[config.mk]
export PLATFORM = sky130hd
export DESIGN_NAME = lsu_top
export DESIGN_NICKNAME = d
export VERILOG_FILES = /design/src/hw/lsu_pkg.sv /design/src/hw/lsu_agu.sv /design/src/hw/lsu_issue_ctrl.sv /design/src/hw/lsu_load_unit.sv /design/src/hw/lsu_store_unit.sv /design/src/hw/lsu_result_pipe.sv /design/src/hw/lsu_top.sv
export SDC_FILE = /design/constraint.sdc
export NUM_CORES = 1
export LEC_CHECK = 0
export ABC_AREA = 1
export BUFFER_PORTS_ARGS = -buffer_cell sky130_fd_sc_hd__buf_2
export CAP_MARGIN = 20
export CORE_MARGIN = 8
export CORE_UTILIZATION = 40
export CTS_CLUSTER_DIAMETER = 80
export DETAILED_ROUTE_END_ITERATION = 12
export HOLD_SLACK_MARGIN = 0.15
export PLACE_DENSITY = 0.59
export SYNTH_ARGS = -nofsm -noshare
export SYNTH_HDL_FRONTEND = slang
export SYNTH_HIERARCHICAL = 1
export SYNTH_SLANG_ARGS = --single-unit
[constraint.sdc]
create_clock -name clk_i -period 14.3 [get_ports clk_i]
set_input_delay 2.86 -clock clk_i [delete_from_list [all_inputs] [get_ports clk_i]]
set_output_delay 2.86 -clock clk_i [all_outputs]
set_load 0.02 [all_outputs]
[src/hw/lsu_pkg.sv]
// Shared widths, operation codes and record types of the load/store unit.
// Every lsu module imports this package.
package lsu_pkg;

  localparam int unsigned XLEN          = 32;
  localparam int unsigned TRANS_ID_BITS = 3;

  typedef logic [XLEN-1:0]          data_t;
  typedef logic [XLEN-1:0]          addr_t;
  typedef logic [XLEN/8-1:0]        be_t;
  typedef logic [TRANS_ID_BITS-1:0] trans_id_t;
  typedef logic [11:0]              imm_t;

  // load and store operations, byte/half/word only
  typedef enum logic [2:0] {
    LB,
    LBU,
    LH,
    LHU,
    LW,
    SB,
    SH,
    SW
  } lsu_op_e;

  // RISC-V mcause encodings
  typedef enum logic [3:0] {
    LD_ADDR_MISALIGNED = 4'd4,
    ST_ADDR_MISALIGNED = 4'd6
  } exc_cause_e;

  // --------------------
  // records
  // --------------------
  typedef struct packed {
    lsu_op_e   op;
    addr_t     operand_a;
    imm_t      imm;
    data_t     operand_b;
    trans_id_t trans_id;
  } lsu_req_t;

  // decoded operation as held in the issue queue
  typedef struct packed {
    logic      valid;
    addr_t     vaddr;
    data_t     wdata;
    be_t       be;
    lsu_op_e   op;
    trans_id_t trans_id;
    logic      misaligned;
  } lsu_ctrl_t;

  typedef struct packed {
    logic       valid;
    exc_cause_e cause;
    addr_t      tval;
  } exc_t;

  typedef struct packed {
    logic      valid;
    trans_id_t trans_id;
    data_t     result;
    exc_t      ex;
  } lsu_result_t;

  // data memory port, request side
  typedef struct packed {
    logic  req;
    logic  we;
    addr_t addr;
    be_t   be;
    data_t wdata;
  } mem_req_t;

  typedef struct packed {
    logic  gnt;
    logic  rvalid;
    data_t rdata;
  } mem_rsp_t;

endpackage

[src/hw/lsu_agu.sv]
// Address generation: effective address, byte enables, lane-aligned store
// data and misalignment flag for a request coming from the core.
`timescale 1ns/1ns

module lsu_agu (
  input  lsu_pkg::lsu_req_t  req_i,
  output lsu_pkg::lsu_ctrl_t ctrl_o
);
  import lsu_pkg::*;

  addr_t      vaddr;
  logic [1:0] offset;
  be_t        be_base;
  logic       misaligned;

  // base plus sign-extended 12-bit offset
  assign vaddr  = req_i.operand_a + {{(XLEN-12){req_i.imm[11]}}, req_i.imm};
  assign offset = vaddr[1:0];

  // --------------------
  // size decode
  // --------------------
  always_comb begin
    unique case (req_i.op)
      LB, LBU, SB: begin
        be_base    = 4'b0001;
        misaligned = 1'b0;
      end
      LH, LHU, SH: begin
        be_base    = 4'b0011;
        misaligned = vaddr[0];
      end
      default: begin
        be_base    = 4'b1111;
        misaligned = |vaddr[1:0];
      end
    endcase
  end

  always_comb begin
    ctrl_o.valid      = 1'b1;
    ctrl_o.vaddr      = vaddr;
    // store data moved into its byte lanes
    ctrl_o.wdata      = req_i.operand_b << {offset, 3'b000};
    ctrl_o.be         = be_base << offset;
    ctrl_o.op         = req_i.op;
    ctrl_o.trans_id   = req_i.trans_id;
    ctrl_o.misaligned = misaligned;
  end

endmodule

[src/hw/lsu_issue_ctrl.sv]
// Two-entry issue queue between the core and the load/store units.
// The head is shown to both units; only the matching one sees its valid.
`timescale 1ns/1ns

module lsu_issue_ctrl (
  input  logic               clk_i,
  input  logic               rst_ni,
  input  logic               flush_i,
  input  logic               valid_i,
  input  lsu_pkg::lsu_ctrl_t ctrl_i,
  output logic               ready_o,
  input  logic               pop_ld_i,
  input  logic               pop_st_i,
  output lsu_pkg::lsu_ctrl_t head_o,
  output logic               ld_valid_o,
  output logic               st_valid_o
);
  import lsu_pkg::*;

  lsu_ctrl_t  entry_q [2];
  logic       rd_ptr_q;
  logic       wr_ptr_q;
  logic [1:0] cnt_q;
  logic       empty;
  logic       push;
  logic       pop;
  logic       head_is_load;

  assign empty   = (cnt_q == 2'd0);
  assign ready_o = (cnt_q != 2'd2);
  assign push    = valid_i && ready_o;
  assign pop     = pop_ld_i || pop_st_i;

  // --------------------
  // head decode
  // --------------------
  always_comb begin
    head_o       = entry_q[rd_ptr_q];
    head_o.valid = !empty;
  end

  assign head_is_load = head_o.op inside {LB, LBU, LH, LHU, LW};

  // nothing is offered to the units while the queue is being flushed
  assign ld_valid_o = !empty && !flush_i && head_is_load;
  assign st_valid_o = !empty && !flush_i && !head_is_load;

  // --------------------
  // pointers and fill count
  // --------------------
  always_ff @(posedge clk_i or negedge rst_ni) begin
    if (!rst_ni) begin
      rd_ptr_q <= 1'b0;
      wr_ptr_q <= 1'b0;
      cnt_q    <= 2'd0;
    end else if (flush_i) begin
      rd_ptr_q <= 1'b0;
      wr_ptr_q <= 1'b0;
      cnt_q    <= 2'd0;
    end else begin
      if (push) begin
        wr_ptr_q <= ~wr_ptr_q;
      end
      if (pop) begin
        rd_ptr_q <= ~rd_ptr_q;
      end
      case ({push, pop})
        2'b10:   cnt_q <= cnt_q + 2'd1;
        2'b01:   cnt_q <= cnt_q - 2'd1;
        default: cnt_q <= cnt_q;
      endcase
    end
  end

  always_ff @(posedge clk_i) begin
    if (push) begin
      entry_q[wr_ptr_q] <= ctrl_i;
    end
  end

  // only one unit owns the head at a time
  pop_exclusive_a : assert property (@(posedge clk_i) disable iff (!rst_ni)
    !(pop_ld_i && pop_st_i))
    else $error("load and store unit popped the queue together");

  pop_nonempty_a : assert property (@(posedge clk_i) disable iff (!rst_ni)
    pop |-> !empty)
    else $error("issue queue popped while empty");

endmodule

[src/hw/lsu_load_unit.sv]
// Load unit. Waits out store hazards, issues one word read at a time on the
// load port and returns the extended result one cycle after rvalid.
`timescale 1ns/1ns

module lsu_load_unit (
  input  logic                 clk_i,
  input  logic                 rst_ni,
  input  logic                 flush_i,
  input  logic                 valid_i,
  input  lsu_pkg::lsu_ctrl_t   ctrl_i,
  output logic                 pop_o,
  output lsu_pkg::addr_t       hazard_addr_o,
  input  logic                 hazard_i,
  output lsu_pkg::mem_req_t    mem_req_o,
  input  lsu_pkg::mem_rsp_t    mem_rsp_i,
  output lsu_pkg::lsu_result_t result_o
);
  import lsu_pkg::*;

  typedef enum logic [1:0] {
    IDLE,
    WAIT_HAZARD,
    WAIT_GNT,
    WAIT_DATA
  } ld_state_e;

  ld_state_e   state_q, state_d;
  lsu_ctrl_t   ld_q;
  lsu_result_t result_q, result_d;
  logic        take_exc;
  logic        take_load;

  function automatic data_t extract(lsu_op_e op, logic [1:0] off, data_t rdata);
    data_t sh;
    sh = rdata >> {off, 3'b000};
    case (op)
      LB:      return {{24{sh[7]}}, sh[7:0]};
      LBU:     return {24'b0, sh[7:0]};
      LH:      return {{16{sh[15]}}, sh[15:0]};
      LHU:     return {16'b0, sh[15:0]};
      default: return sh;
    endcase
  endfunction

  // head stays queued during the hazard wait, so younger stores cannot
  // enter the buffer ahead of it
  assign hazard_addr_o = ctrl_i.vaddr;
  assign take_exc  = (state_q == IDLE) && valid_i && ctrl_i.misaligned;
  assign take_load = (state_q == WAIT_HAZARD) && valid_i && !flush_i && !hazard_i;
  assign pop_o     = take_exc || take_load;

  // --------------------
  // state machine
  // --------------------
  always_comb begin
    state_d  = state_q;
    result_d = '0;
    unique case (state_q)
      IDLE: begin
        if (valid_i && !ctrl_i.misaligned) begin
          state_d = WAIT_HAZARD;
        end
        if (take_exc) begin
          result_d.valid    = 1'b1;
          result_d.trans_id = ctrl_i.trans_id;
          result_d.ex       = '{valid: 1'b1, cause: LD_ADDR_MISALIGNED, tval: ctrl_i.vaddr};
        end
      end
      WAIT_HAZARD: begin
        if (flush_i || !valid_i) begin
          state_d = IDLE;
        end else if (take_load) begin
          state_d = WAIT_GNT;
        end
      end
      // a granted request always completes, flush or not
      WAIT_GNT: begin
        if (mem_rsp_i.gnt) begin
          state_d = WAIT_DATA;
        end else if (flush_i) begin
          state_d = IDLE;
        end
      end
      default: begin
        if (mem_rsp_i.rvalid) begin
          state_d           = IDLE;
          result_d.valid    = 1'b1;
          result_d.trans_id = ld_q.trans_id;
          result_d.result   = extract(ld_q.op, ld_q.vaddr[1:0], mem_rsp_i.rdata);
        end
      end
    endcase
  end

  always_ff @(posedge clk_i or negedge rst_ni) begin
    if (!rst_ni) begin
      state_q  <= IDLE;
      result_q <= '0;
    end else begin
      state_q  <= state_d;
      result_q <= result_d;
    end
  end

  always_ff @(posedge clk_i) begin
    if (take_load) begin
      ld_q <= ctrl_i;
    end
  end

  always_comb begin
    mem_req_o.req   = (state_q == WAIT_GNT);
    mem_req_o.we    = 1'b0;
    mem_req_o.addr  = {ld_q.vaddr[XLEN-1:2], 2'b00};
    mem_req_o.be    = ld_q.be;
    mem_req_o.wdata = '0;
  end

  assign result_o = result_q;

  req_hold_a : assert property (@(posedge clk_i) disable iff (!rst_ni)
    mem_req_o.req && !mem_rsp_i.gnt && !flush_i |=> mem_req_o.req && $stable(mem_req_o))
    else $error("load request changed before grant");

endmodule

[src/hw/lsu_store_unit.sv]
// Store unit. Buffers aligned stores as speculative until the core commits
// them, then drains committed entries oldest first on the store port.
`timescale 1ns/1ns

module lsu_store_unit #(
  parameter int unsigned STORE_BUF_DEPTH = 4
) (
  input  logic                 clk_i,
  input  logic                 rst_ni,
  input  logic                 flush_i,
  input  logic                 valid_i,
  input  lsu_pkg::lsu_ctrl_t   ctrl_i,
  output logic                 pop_o,
  input  logic                 commit_i,
  output logic                 commit_ready_o,
  output logic                 no_st_pending_o,
  input  lsu_pkg::addr_t       hazard_addr_i,
  output logic                 hazard_o,
  output lsu_pkg::mem_req_t    mem_req_o,
  input  lsu_pkg::mem_rsp_t    mem_rsp_i,
  output lsu_pkg::lsu_result_t result_o
);
  import lsu_pkg::*;

  localparam int unsigned PTR_W = $clog2(STORE_BUF_DEPTH);

  // one extra wrap bit to tell full from empty
  typedef logic [PTR_W:0]   ptr_t;
  typedef logic [PTR_W-1:0] idx_t;

  typedef struct packed {
    addr_t addr;
    be_t   be;
    data_t data;
  } st_entry_t;

  st_entry_t buf_q [STORE_BUF_DEPTH];
  ptr_t      rd_ptr_q, cm_ptr_q, wr_ptr_q;
  ptr_t      cm_ptr_d;
  ptr_t      used;
  logic      full;
  logic      push;
  logic      drain;

  // rd..cm is committed, cm..wr is speculative
  assign used            = wr_ptr_q - rd_ptr_q;
  assign full            = (used == ptr_t'(STORE_BUF_DEPTH));
  assign commit_ready_o  = (wr_ptr_q != cm_ptr_q);
  assign no_st_pending_o = (wr_ptr_q == rd_ptr_q);

  assign pop_o = valid_i && (ctrl_i.misaligned || !full);
  assign push  = pop_o && !ctrl_i.misaligned;
  assign drain = mem_req_o.req && mem_rsp_i.gnt;

  assign cm_ptr_d = cm_ptr_q + ptr_t'(commit_i && commit_ready_o);

  // --------------------
  // result
  // --------------------
  always_comb begin
    result_o          = '0;
    result_o.valid    = pop_o;
    result_o.trans_id = ctrl_i.trans_id;
    if (ctrl_i.misaligned) begin
      result_o.ex = '{valid: 1'b1, cause: ST_ADDR_MISALIGNED, tval: ctrl_i.vaddr};
    end
  end

  always_ff @(posedge clk_i or negedge rst_ni) begin
    if (!rst_ni) begin
      rd_ptr_q <= '0;
      cm_ptr_q <= '0;
      wr_ptr_q <= '0;
    end else begin
      rd_ptr_q <= rd_ptr_q + ptr_t'(drain);
      cm_ptr_q <= cm_ptr_d;
      // flush drops everything younger than the last commit
      if (flush_i) begin
        wr_ptr_q <= cm_ptr_d;
      end else begin
        wr_ptr_q <= wr_ptr_q + ptr_t'(push);
      end
    end
  end

  always_ff @(posedge clk_i) begin
    if (push) begin
      buf_q[wr_ptr_q[PTR_W-1:0]] <= '{
        addr: {ctrl_i.vaddr[XLEN-1:2], 2'b00},
        be:   ctrl_i.be,
        data: ctrl_i.wdata
      };
    end
  end

  // oldest committed entry goes out first
  always_comb begin
    mem_req_o.req   = (rd_ptr_q != cm_ptr_q);
    mem_req_o.we    = 1'b1;
    mem_req_o.addr  = buf_q[rd_ptr_q[PTR_W-1:0]].addr;
    mem_req_o.be    = buf_q[rd_ptr_q[PTR_W-1:0]].be;
    mem_req_o.wdata = buf_q[rd_ptr_q[PTR_W-1:0]].data;
  end

  // word match against every occupied entry, committed or not
  always_comb begin : hazard_check
    idx_t idx;
    hazard_o = 1'b0;
    for (int k = 0; k < STORE_BUF_DEPTH; k++) begin
      idx = rd_ptr_q[PTR_W-1:0] + k[PTR_W-1:0];
      if (k < int'(used) && buf_q[idx].addr[XLEN-1:2] == hazard_addr_i[XLEN-1:2]) begin
        hazard_o = 1'b1;
      end
    end
  end

  commit_valid_a : assert property (@(posedge clk_i) disable iff (!rst_ni)
    commit_i |-> commit_ready_o)
    else $error("commit with no speculative store buffered");

endmodule

[src/hw/lsu_result_pipe.sv]
// Writeback delay line for result records, DEPTH cycles long.
`timescale 1ns/1ns

module lsu_result_pipe #(
  parameter int unsigned DEPTH = 1
) (
  input  logic                 clk_i,
  input  logic                 rst_ni,
  input  lsu_pkg::lsu_result_t d_i,
  output lsu_pkg::lsu_result_t d_o
);
  import lsu_pkg::*;

  if (DEPTH == 0) begin : gen_bypass
    assign d_o = d_i;
  end else begin : gen_regs
    lsu_result_t stage_q [DEPTH];

    always_ff @(posedge clk_i or negedge rst_ni) begin
      if (!rst_ni) begin
        for (int unsigned i = 0; i < DEPTH; i++) begin
          stage_q[i] <= '0;
        end
      end else begin
        stage_q[0] <= d_i;
        for (int unsigned i = 1; i < DEPTH; i++) begin
          stage_q[i] <= stage_q[i-1];
        end
      end
    end

    assign d_o = stage_q[DEPTH-1];
  end

endmodule

[src/hw/lsu_top.sv]
// Load/store unit top level. Connects the AGU, issue queue, load and store
// units and the result pipelines; the core and two memory ports attach here.
`timescale 1ns/1ns

module lsu_top #(
  parameter int unsigned LOAD_PIPE_REGS  = 1,
  parameter int unsigned STORE_PIPE_REGS = 0,
  parameter int unsigned STORE_BUF_DEPTH = 4
) (
  input  logic                 clk_i,
  input  logic                 rst_ni,
  input  logic                 flush_i,
  input  logic                 lsu_valid_i,
  input  lsu_pkg::lsu_req_t    lsu_req_i,
  output logic                 lsu_ready_o,
  output lsu_pkg::lsu_result_t load_result_o,
  output lsu_pkg::lsu_result_t store_result_o,
  input  logic                 commit_i,
  output logic                 commit_ready_o,
  output logic                 no_st_pending_o,
  output lsu_pkg::mem_req_t    ld_mem_req_o,
  input  lsu_pkg::mem_rsp_t    ld_mem_rsp_i,
  output lsu_pkg::mem_req_t    st_mem_req_o,
  input  lsu_pkg::mem_rsp_t    st_mem_rsp_i
);
  import lsu_pkg::*;

  lsu_ctrl_t   agu_ctrl;
  lsu_ctrl_t   head;
  logic        ld_valid;
  logic        st_valid;
  logic        pop_ld;
  logic        pop_st;
  addr_t       ld_hazard_addr;
  logic        st_hazard;
  lsu_result_t ld_result;
  lsu_result_t st_result;

  lsu_agu i_agu (
    .req_i  (lsu_req_i),
    .ctrl_o (agu_ctrl)
  );

  lsu_issue_ctrl i_issue_ctrl (
    .clk_i      (clk_i),
    .rst_ni     (rst_ni),
    .flush_i    (flush_i),
    .valid_i    (lsu_valid_i),
    .ctrl_i     (agu_ctrl),
    .ready_o    (lsu_ready_o),
    .pop_ld_i   (pop_ld),
    .pop_st_i   (pop_st),
    .head_o     (head),
    .ld_valid_o (ld_valid),
    .st_valid_o (st_valid)
  );

  // --------------------
  // load and store units
  // --------------------
  lsu_load_unit i_load_unit (
    .clk_i         (clk_i),
    .rst_ni        (rst_ni),
    .flush_i       (flush_i),
    .valid_i       (ld_valid),
    .ctrl_i        (head),
    .pop_o         (pop_ld),
    .hazard_addr_o (ld_hazard_addr),
    .hazard_i      (st_hazard),
    .mem_req_o     (ld_mem_req_o),
    .mem_rsp_i     (ld_mem_rsp_i),
    .result_o      (ld_result)
  );

  lsu_store_unit #(
    .STORE_BUF_DEPTH (STORE_BUF_DEPTH)
  ) i_store_unit (
    .clk_i           (clk_i),
    .rst_ni          (rst_ni),
    .flush_i         (flush_i),
    .valid_i         (st_valid),
    .ctrl_i          (head),
    .pop_o           (pop_st),
    .commit_i        (commit_i),
    .commit_ready_o  (commit_ready_o),
    .no_st_pending_o (no_st_pending_o),
    .hazard_addr_i   (ld_hazard_addr),
    .hazard_o        (st_hazard),
    .mem_req_o       (st_mem_req_o),
    .mem_rsp_i       (st_mem_rsp_i),
    .result_o        (st_result)
  );

  // writeback delay, trades latency for cycle time
  lsu_result_pipe #(
    .DEPTH (LOAD_PIPE_REGS)
  ) i_load_pipe (
    .clk_i  (clk_i),
    .rst_ni (rst_ni),
    .d_i    (ld_result),
    .d_o    (load_result_o)
  );

  lsu_result_pipe #(
    .DEPTH (STORE_PIPE_REGS)
  ) i_store_pipe (
    .clk_i  (clk_i),
    .rst_ni (rst_ni),
    .d_i    (st_result),
    .d_o    (store_result_o)
  );

endmodule

==> flow_summary_export.csv, run 1 <==
group,metric,value,unit
status,outcome,"finished, final reports clean",
worst_setup_path,worstSetupPathType,"input port to output port",
timing,max_freq,147,MHz
die,die_w,298,um
worst_setup_path,rr_endpoint,"i_issue_ctrl/cnt_q[0]",
timing,fin_worst_skew,0.0283,ns
grt,grt_max_degree,111,
worst_setup_path,r2r-start,"i_store_unit/rd_ptr_q[1]",
timing,slew_violations,0,
worst_setup_path,cp.required,11.44,ns
cts,cts_buffer_depth,3,
worst_setup_path,start_kind,"input port",
timing,setup_tns,0,ns
timing,final.setup.worst_slack,7.51,ns
logic_synthesis,synthCells,3656,
route,num_vias,24200,
timing,whs,0.330,ns
timing,final-setup-viol-count,0,
grt,groute.usage.overall,19.7,%
cts,cts_num_sinks,613,
min_path,min_from,"i_load_unit/result_o[9]",
layout,final_nets,4022,
die,core,78700,um^2
logic_synthesis,synth.avg_cell_area,8.67,um^2
route,wirelength,90.2,mm
cts,ctsHoldBuffers,0,
worst_setup_path,end_kind,"output port",
timing,min_period,6.79,ns
place,post-place-ws,7.48,ns
grt,grt_pass1_vias,22800,
min_path,min_to,"i_load_pipe/d_o[9]",
die,die_h,298,um
cts,cts_root_buf,"clkbuf_16",
die,start_util,40.3,%
grt,antenna_found_initial,8,
min_path,hold_class,"flip-flop to flip-flop",
route,drc_errors,0,
layout,final_core_utilization,45.0,%
worst_setup_path,r2r_slack,9.24,ns
power,p_leak,0.0174,uW
worst_setup_path,cp.arrival,3.93,ns
grt,grt_first_pass_wirelength,136,mm
place,place.gp.congestion,0.881,
power,powerDensity,208,nW/um^2
cts,cts_tree,"yes",
place,dp_hpwl,61.6,mm
job,max-cap-violations,0,
route,wl_per_cell,18.3,um
cts,postCtsResizedCells,0,
timing,tightest_slew,0.980,ns
cts,clk_latency,0.61,ns
route,first_iter_violations,1947,
die,dieArea,88500,um^2
cts,h-tree-depth,3,
power,p_total,7380,uW
cts,cts.clk_slew.worst_paths,0.06,ns
cts,post_cts_buffers,0,
cts,cts_inserted_buffers,72,
die,ios,444,
timing,finalCritPeriodShare,47.5,%
timing,maxSlewHeadroom,34.7,%
route,drtPass1Iterations,6,
timing,hold_violations,0,
grt,grt_overflow,0,
die,rows,103,
power,vdd_drop_max,0.148,mV
worst_setup_path,reg2reg_depth,19,
worst_setup_path,crit_fanout,9,
logic_synthesis,synth_warnings,6,
layout,syn2layout_area_growth,11.8,%
min_path,holdPathStages,0,
timing,rsz0062_at_grt,"false",
logic_synthesis,syn-cell-area,31700,um^2
layout,drive_above_1_share,14.0,%
route,viasPerCell,4.89,
route,ant_nets,0,
place,numPortBuffers,338,
## state kept, by name, summed over array words and instances, names as in the netlist
| name | flops |
|---|---|
| i_issue_ctrl/cnt_q | 2 |
| i_store_unit/buf_q | 264 |
| i_load_unit/ld_q | 8 |
| i_load_pipe/d_o | 73 |
| i_store_unit/rd_ptr_q | 3 |
| i_load_unit/state_q | 2 |
| i_store_unit/cm_ptr_q | 3 |
| i_issue_ctrl/wr_ptr_q | 1 |
| i_store_unit/wr_ptr_q | 3 |
| i_issue_ctrl/rd_ptr_q | 1 |
| i_load_unit/result_o | 69 |
| i_issue_ctrl/entry_q | 150 |
| i_load_unit/mem_req_o | 34 |
## worst max-delay path by stage
stage                     startpoint                       end  slack, ns  depth (start not counted)
after global routing         flush_i        store_result_o[72]       7.40                          7
after detailed placement     flush_i        store_result_o[72]       7.48                          7
after global placement       flush_i        store_result_o[72]       7.51                          7
final                        flush_i        store_result_o[72]       7.51                          7
after CTS                    flush_i        store_result_o[72]       7.47                          7
after floorplan              flush_i  i_store_unit/buf_q[2][0]       5.70                          6
## worst max-delay path: stages
cell and delay (ns):
buf_2 0.18, inv_1 0.17, nand2_1 0.14, nor2_1 0.13, o21ai_0 0.11, inv_1 0.08, buf_2 0.24
## layout by cell type, fill, tap and decap left out, types with 5 or more instances in the layout
| cell type | instances |
|---|---|
| a21oi_1 | 54 |
| a22oi_1 | 35 |
| a31oi_1 | 7 |
| buf_2 | 337 |
| buf_4 | 33 |
| clkbuf_1 | 13 |
| clkbuf_16 | 80 |
| clkbuf_8 | 8 |
| clkinv_1 | 8 |
| clkinv_2 | 9 |
| clkinvlp_4 | 5 |
| conb_1 | 75 |
| dfrtp_1 | 154 |
| edfxtp_1 | 456 |
| ha_1 | 39 |
| inv_1 | 332 |
| inv_2 | 7 |
| nand2_1 | 1439 |
| nand2_2 | 9 |
| nand3_1 | 395 |
| nand3_2 | 5 |
| nand4_1 | 9 |
| nor2_1 | 201 |
| nor2_2 | 10 |
| nor3_2 | 5 |
| o21ai_0 | 61 |
| o22ai_1 | 14 |
| xnor2_1 | 10 |
| xor2_1 | 19 |
## through the flow
step	instances	instance area, um^2
floorplan	3728	32000
global placement	4798	32900
detailed placement	4799	32900
CTS	4932	35400
global route	4935	35400
finish	4938	35500
## power by group
part           internal (uW)  switching [uW]  leakage [uW]  total (uW)
registers               2220             136       0.00633        2350
clock network           1110             746       0.00119        1850
logic                    850            2330       0.00983        3180
total                   4170            3210        0.0174        7380
## layout make-up
type,count,area (um^2)
Multi-Input combinational cell,2420,10700
Timing Repair Buffer,375,2040
Inverter,344,1300
Antenna cell,3,7.51
Sequential cell,613,17600
Tap cell,1050,1310
Clock buffer,101,2160
Clock inverter,32,295
Fill cell,7640,43300
## layer usage
metal | GRT usage [%] | share of wire [%] | vias up
met5 | 0 | 0.026 | -
met4 | 5.13 | 1.9 | 4
met3 | 3.14 | 6.2 | 102
met2 | 32.3 | 47 | 779
met1 | 27.0 | 45 | 11400
li1 | - | - | 11900
(Power assumes the default switching activity.)
==> run 2: changes to the inputs <==
PLACE_DENSITY = 0.61   (was 0.59)
clock period = 5.7 ns   (was 14.3 ns; I/O delays follow)
==> run 2 against run 1 <==
Effect of this change: combinational power grew to 2.6 times the previous value; hold slack improved by 0.015 ns; clock-buffer cell count down 13; sequential power grew 140%; register-to-register slack worse by 7.7 ns; critical path depth unchanged; clock power increased to 2.5 times the previous value; core utilization grew 0.078 points; first-iteration DRC count fell by 1.9%; critical endpoint is now st_mem_req_o[23]; largest power group unchanged.
==> flow_summary_export.csv, run 2 (synthesized netlist as in run 1, its figures left out) <==
group,metric,value,unit
worst_setup_path,cp.required,4.56,ns
grt,groute.usage.overall,19.8,%
die,core,78700,um^2
status,outcome,"finished, final reports clean",
worst_setup_path,reg2reg_depth,19,
grt,grt_max_degree,177,
grt,grt_overflow,0,
route,wirelength,90.4,mm
timing,slew_violations,0,
min_path,min_to,"i_load_pipe/d_o[30]",
cts,clk_latency,0.62,ns
worst_setup_path,r2r_slack,1.55,ns
grt,grt_first_pass_wirelength,137,mm
place,numPortBuffers,338,
timing,whs,0.345,ns
power,powerDensity,525,nW/um^2
route,viasPerCell,4.88,
layout,largest_reg_flops,264,
job,max-cap-violations,0,
layout,drive_above_1_share,14.2,%
die,rows,103,
route,ant_nets,0,
power,p_comb_share,44.3,%
min_path,min_from,"i_load_unit/result_o[30]",
cts,post_cts_buffers,0,
cts,h-tree-depth,3,
cts,ctsHoldBuffers,0,
route,drc_errors,0,
layout,final_common_cell,"nand2_1",
worst_setup_path,rr_endpoint,"i_issue_ctrl/cnt_q[1]",
power,seq_power_share,30.8,%
timing,final-setup-viol-count,0,
cts,postCtsResizedCells,0,
timing,fin_worst_skew,0.0304,ns
die,ios,444,
place,place.gp.congestion,0.873,
power,p_total,18600,uW
grt,antenna_found_initial,2,
timing,hold_violations,0,
min_path,hold_class,"flip-flop to flip-flop",
layout,regArea,17600,um^2
cts,cts_num_sinks,613,
route,first_iter_violations,1910,
route,wl_per_cell,18.3,um
die,start_util,40.3,%
power,vdd_drop_max,0.342,mV
worst_setup_path,start_kind,"flip-flop",
grt,grt_pass1_vias,23100,
layout,fill_cells,7607,
route,num_vias,24200,
cts,cts_inserted_buffers,73,
die,die_w,298,um
cts,cts.clk_slew.worst_paths,0.06,ns
cts,cts_buffer_depth,3,
power,netSwitchingPower,8100,uW
worst_setup_path,r2r-start,"i_store_unit/rd_ptr_q[0]",
worst_setup_path,cp.arrival,3.47,ns
worst_setup_path,max_stage_delay,0.79,ns
worst_setup_path,cp_cell_sequence,"inv_4 -> nand2_1 -> clkinv_1 -> buf_4 -> a22oi_1 -> nand3_1 -> buf_2",
place,dp_hpwl,62.7,mm
timing,rsz0062_at_grt,"false",
min_path,holdPathStages,0,
power,intPower,10500,uW
layout,multi_input_area,10700,um^2
power,switching_share,43.5,%
die,die_h,298,um
layout,final_nets,4036,
worst_setup_path,crit_fanout,39,
timing,min_period,4.61,ns
power,clkPwrFrac,24.9,%
worst_setup_path,crit_path_top_delay_cell,"clkinv_1",
power,p_leak,0.0174,uW
worst_setup_path,worstSetupPathType,"flip-flop to output port",
cts,cts_tree,"yes",
cts,cts_root_buf,"clkbuf_16",
timing,max_freq,217,MHz
route,drtPass1Iterations,6,
layout,layout_common_cells,"nand2_1 (1,439), edfxtp_1 (456), nand3_1 (395), buf_2 (337), inv_1 (332)",
die,dieArea,88500,um^2
timing,tightest_slew,1.02,ns
timing,maxSlewHeadroom,31.7,%
layout,syn2layout_area_growth,12.0,%
worst_setup_path,end_kind,"output port",
timing,finalCritPeriodShare,80.8,%
run 2: cell count changes in the layout (fill, tap and decap cells not counted), moves of 5 or more:
| cell | change |
|---|---|
| buf_4 | +11 |
| clkinv_1 | +9 |
| inv_4 | +5 |
| clkbuf_8 | -7 |
run 2: stage by stage:
step                instance area (um^2)  std cells  setup WS [ns]  util [%]  TNS, ns
floorplan                          32000       3728          -1.18         -  -310.39
detailed placement                 33100       4814           1.61      42.0        0
global route                       35500       4948          0.888      45.1        0
global placement                   33100       4814           1.62      42.0        0
finish                             35500       4950           1.09      45.1        0
CTS                                35500       4947           1.00      45.1        0
run 2: worst max-delay path: cells and delay by family (launching register included):
family                 cells  cell delay, ns
buffers and inverters      4            1.75
flip-flops                 1            0.51
AND/OR/NAND/NOR            2            0.36
AO/OA/AOI/OAI              1            0.21
run 2: final cells by class:
class | count | share of cell area (%)
Antenna cell | 2 | 0.0141
Clock buffer | 88 | 5.63
Clock inverter | 45 | 1.19
Inverter | 344 | 3.66
Multi-Input combinational cell | 2420 | 30.1
Sequential cell | 613 | 49.6
Tap cell | 1050 | 3.70
Timing Repair Buffer | 388 | 6.03
run 2: power groups by stage:
| stage | combinational [uW] | clock [uW] | sequential (uW) |
|---|---|---|---|
| final | 8260 | 4640 | 5730 |
| after detailed placement | 8230 | 0 | 5820 |
| after CTS | 8260 | 4760 | 5730 |
| after global placement | 8160 | 0 | 5810 |
| after floorplan | 5850 | 0 | 5830 |
| after global routing | 9140 | 4920 | 5780 |
run 2: worst max path at each step:
stage	start	to	slack, ns
2_1_floorplan	flush_i	i_store_unit/buf_q[2][0]	-1.18
3_3_place_gp	i_store_unit/rd_ptr_q[0]	i_issue_ctrl/cnt_q[0]	1.62
3_5_place_dp	i_store_unit/rd_ptr_q[0]	i_issue_ctrl/cnt_q[1]	1.61
4_1_cts	i_store_unit/rd_ptr_q[0]	st_mem_req_o[23]	1.00
5_1_grt	i_store_unit/rd_ptr_q[0]	st_mem_req_o[23]	0.89
6_report	i_store_unit/rd_ptr_q[0]	st_mem_req_o[23]	1.09
run 2: routing by layer:
metal | global-route usage (%) | up-vias | wire length [um]
met5 | 0 | - | 8
met3 | 3.78 | 143 | 6690
met2 | 31.8 | 815 | 41300
met1 | 27.1 | 11300 | 40000
met4 | 5.55 | 2 | 2420
li1 | - | 11900 | -
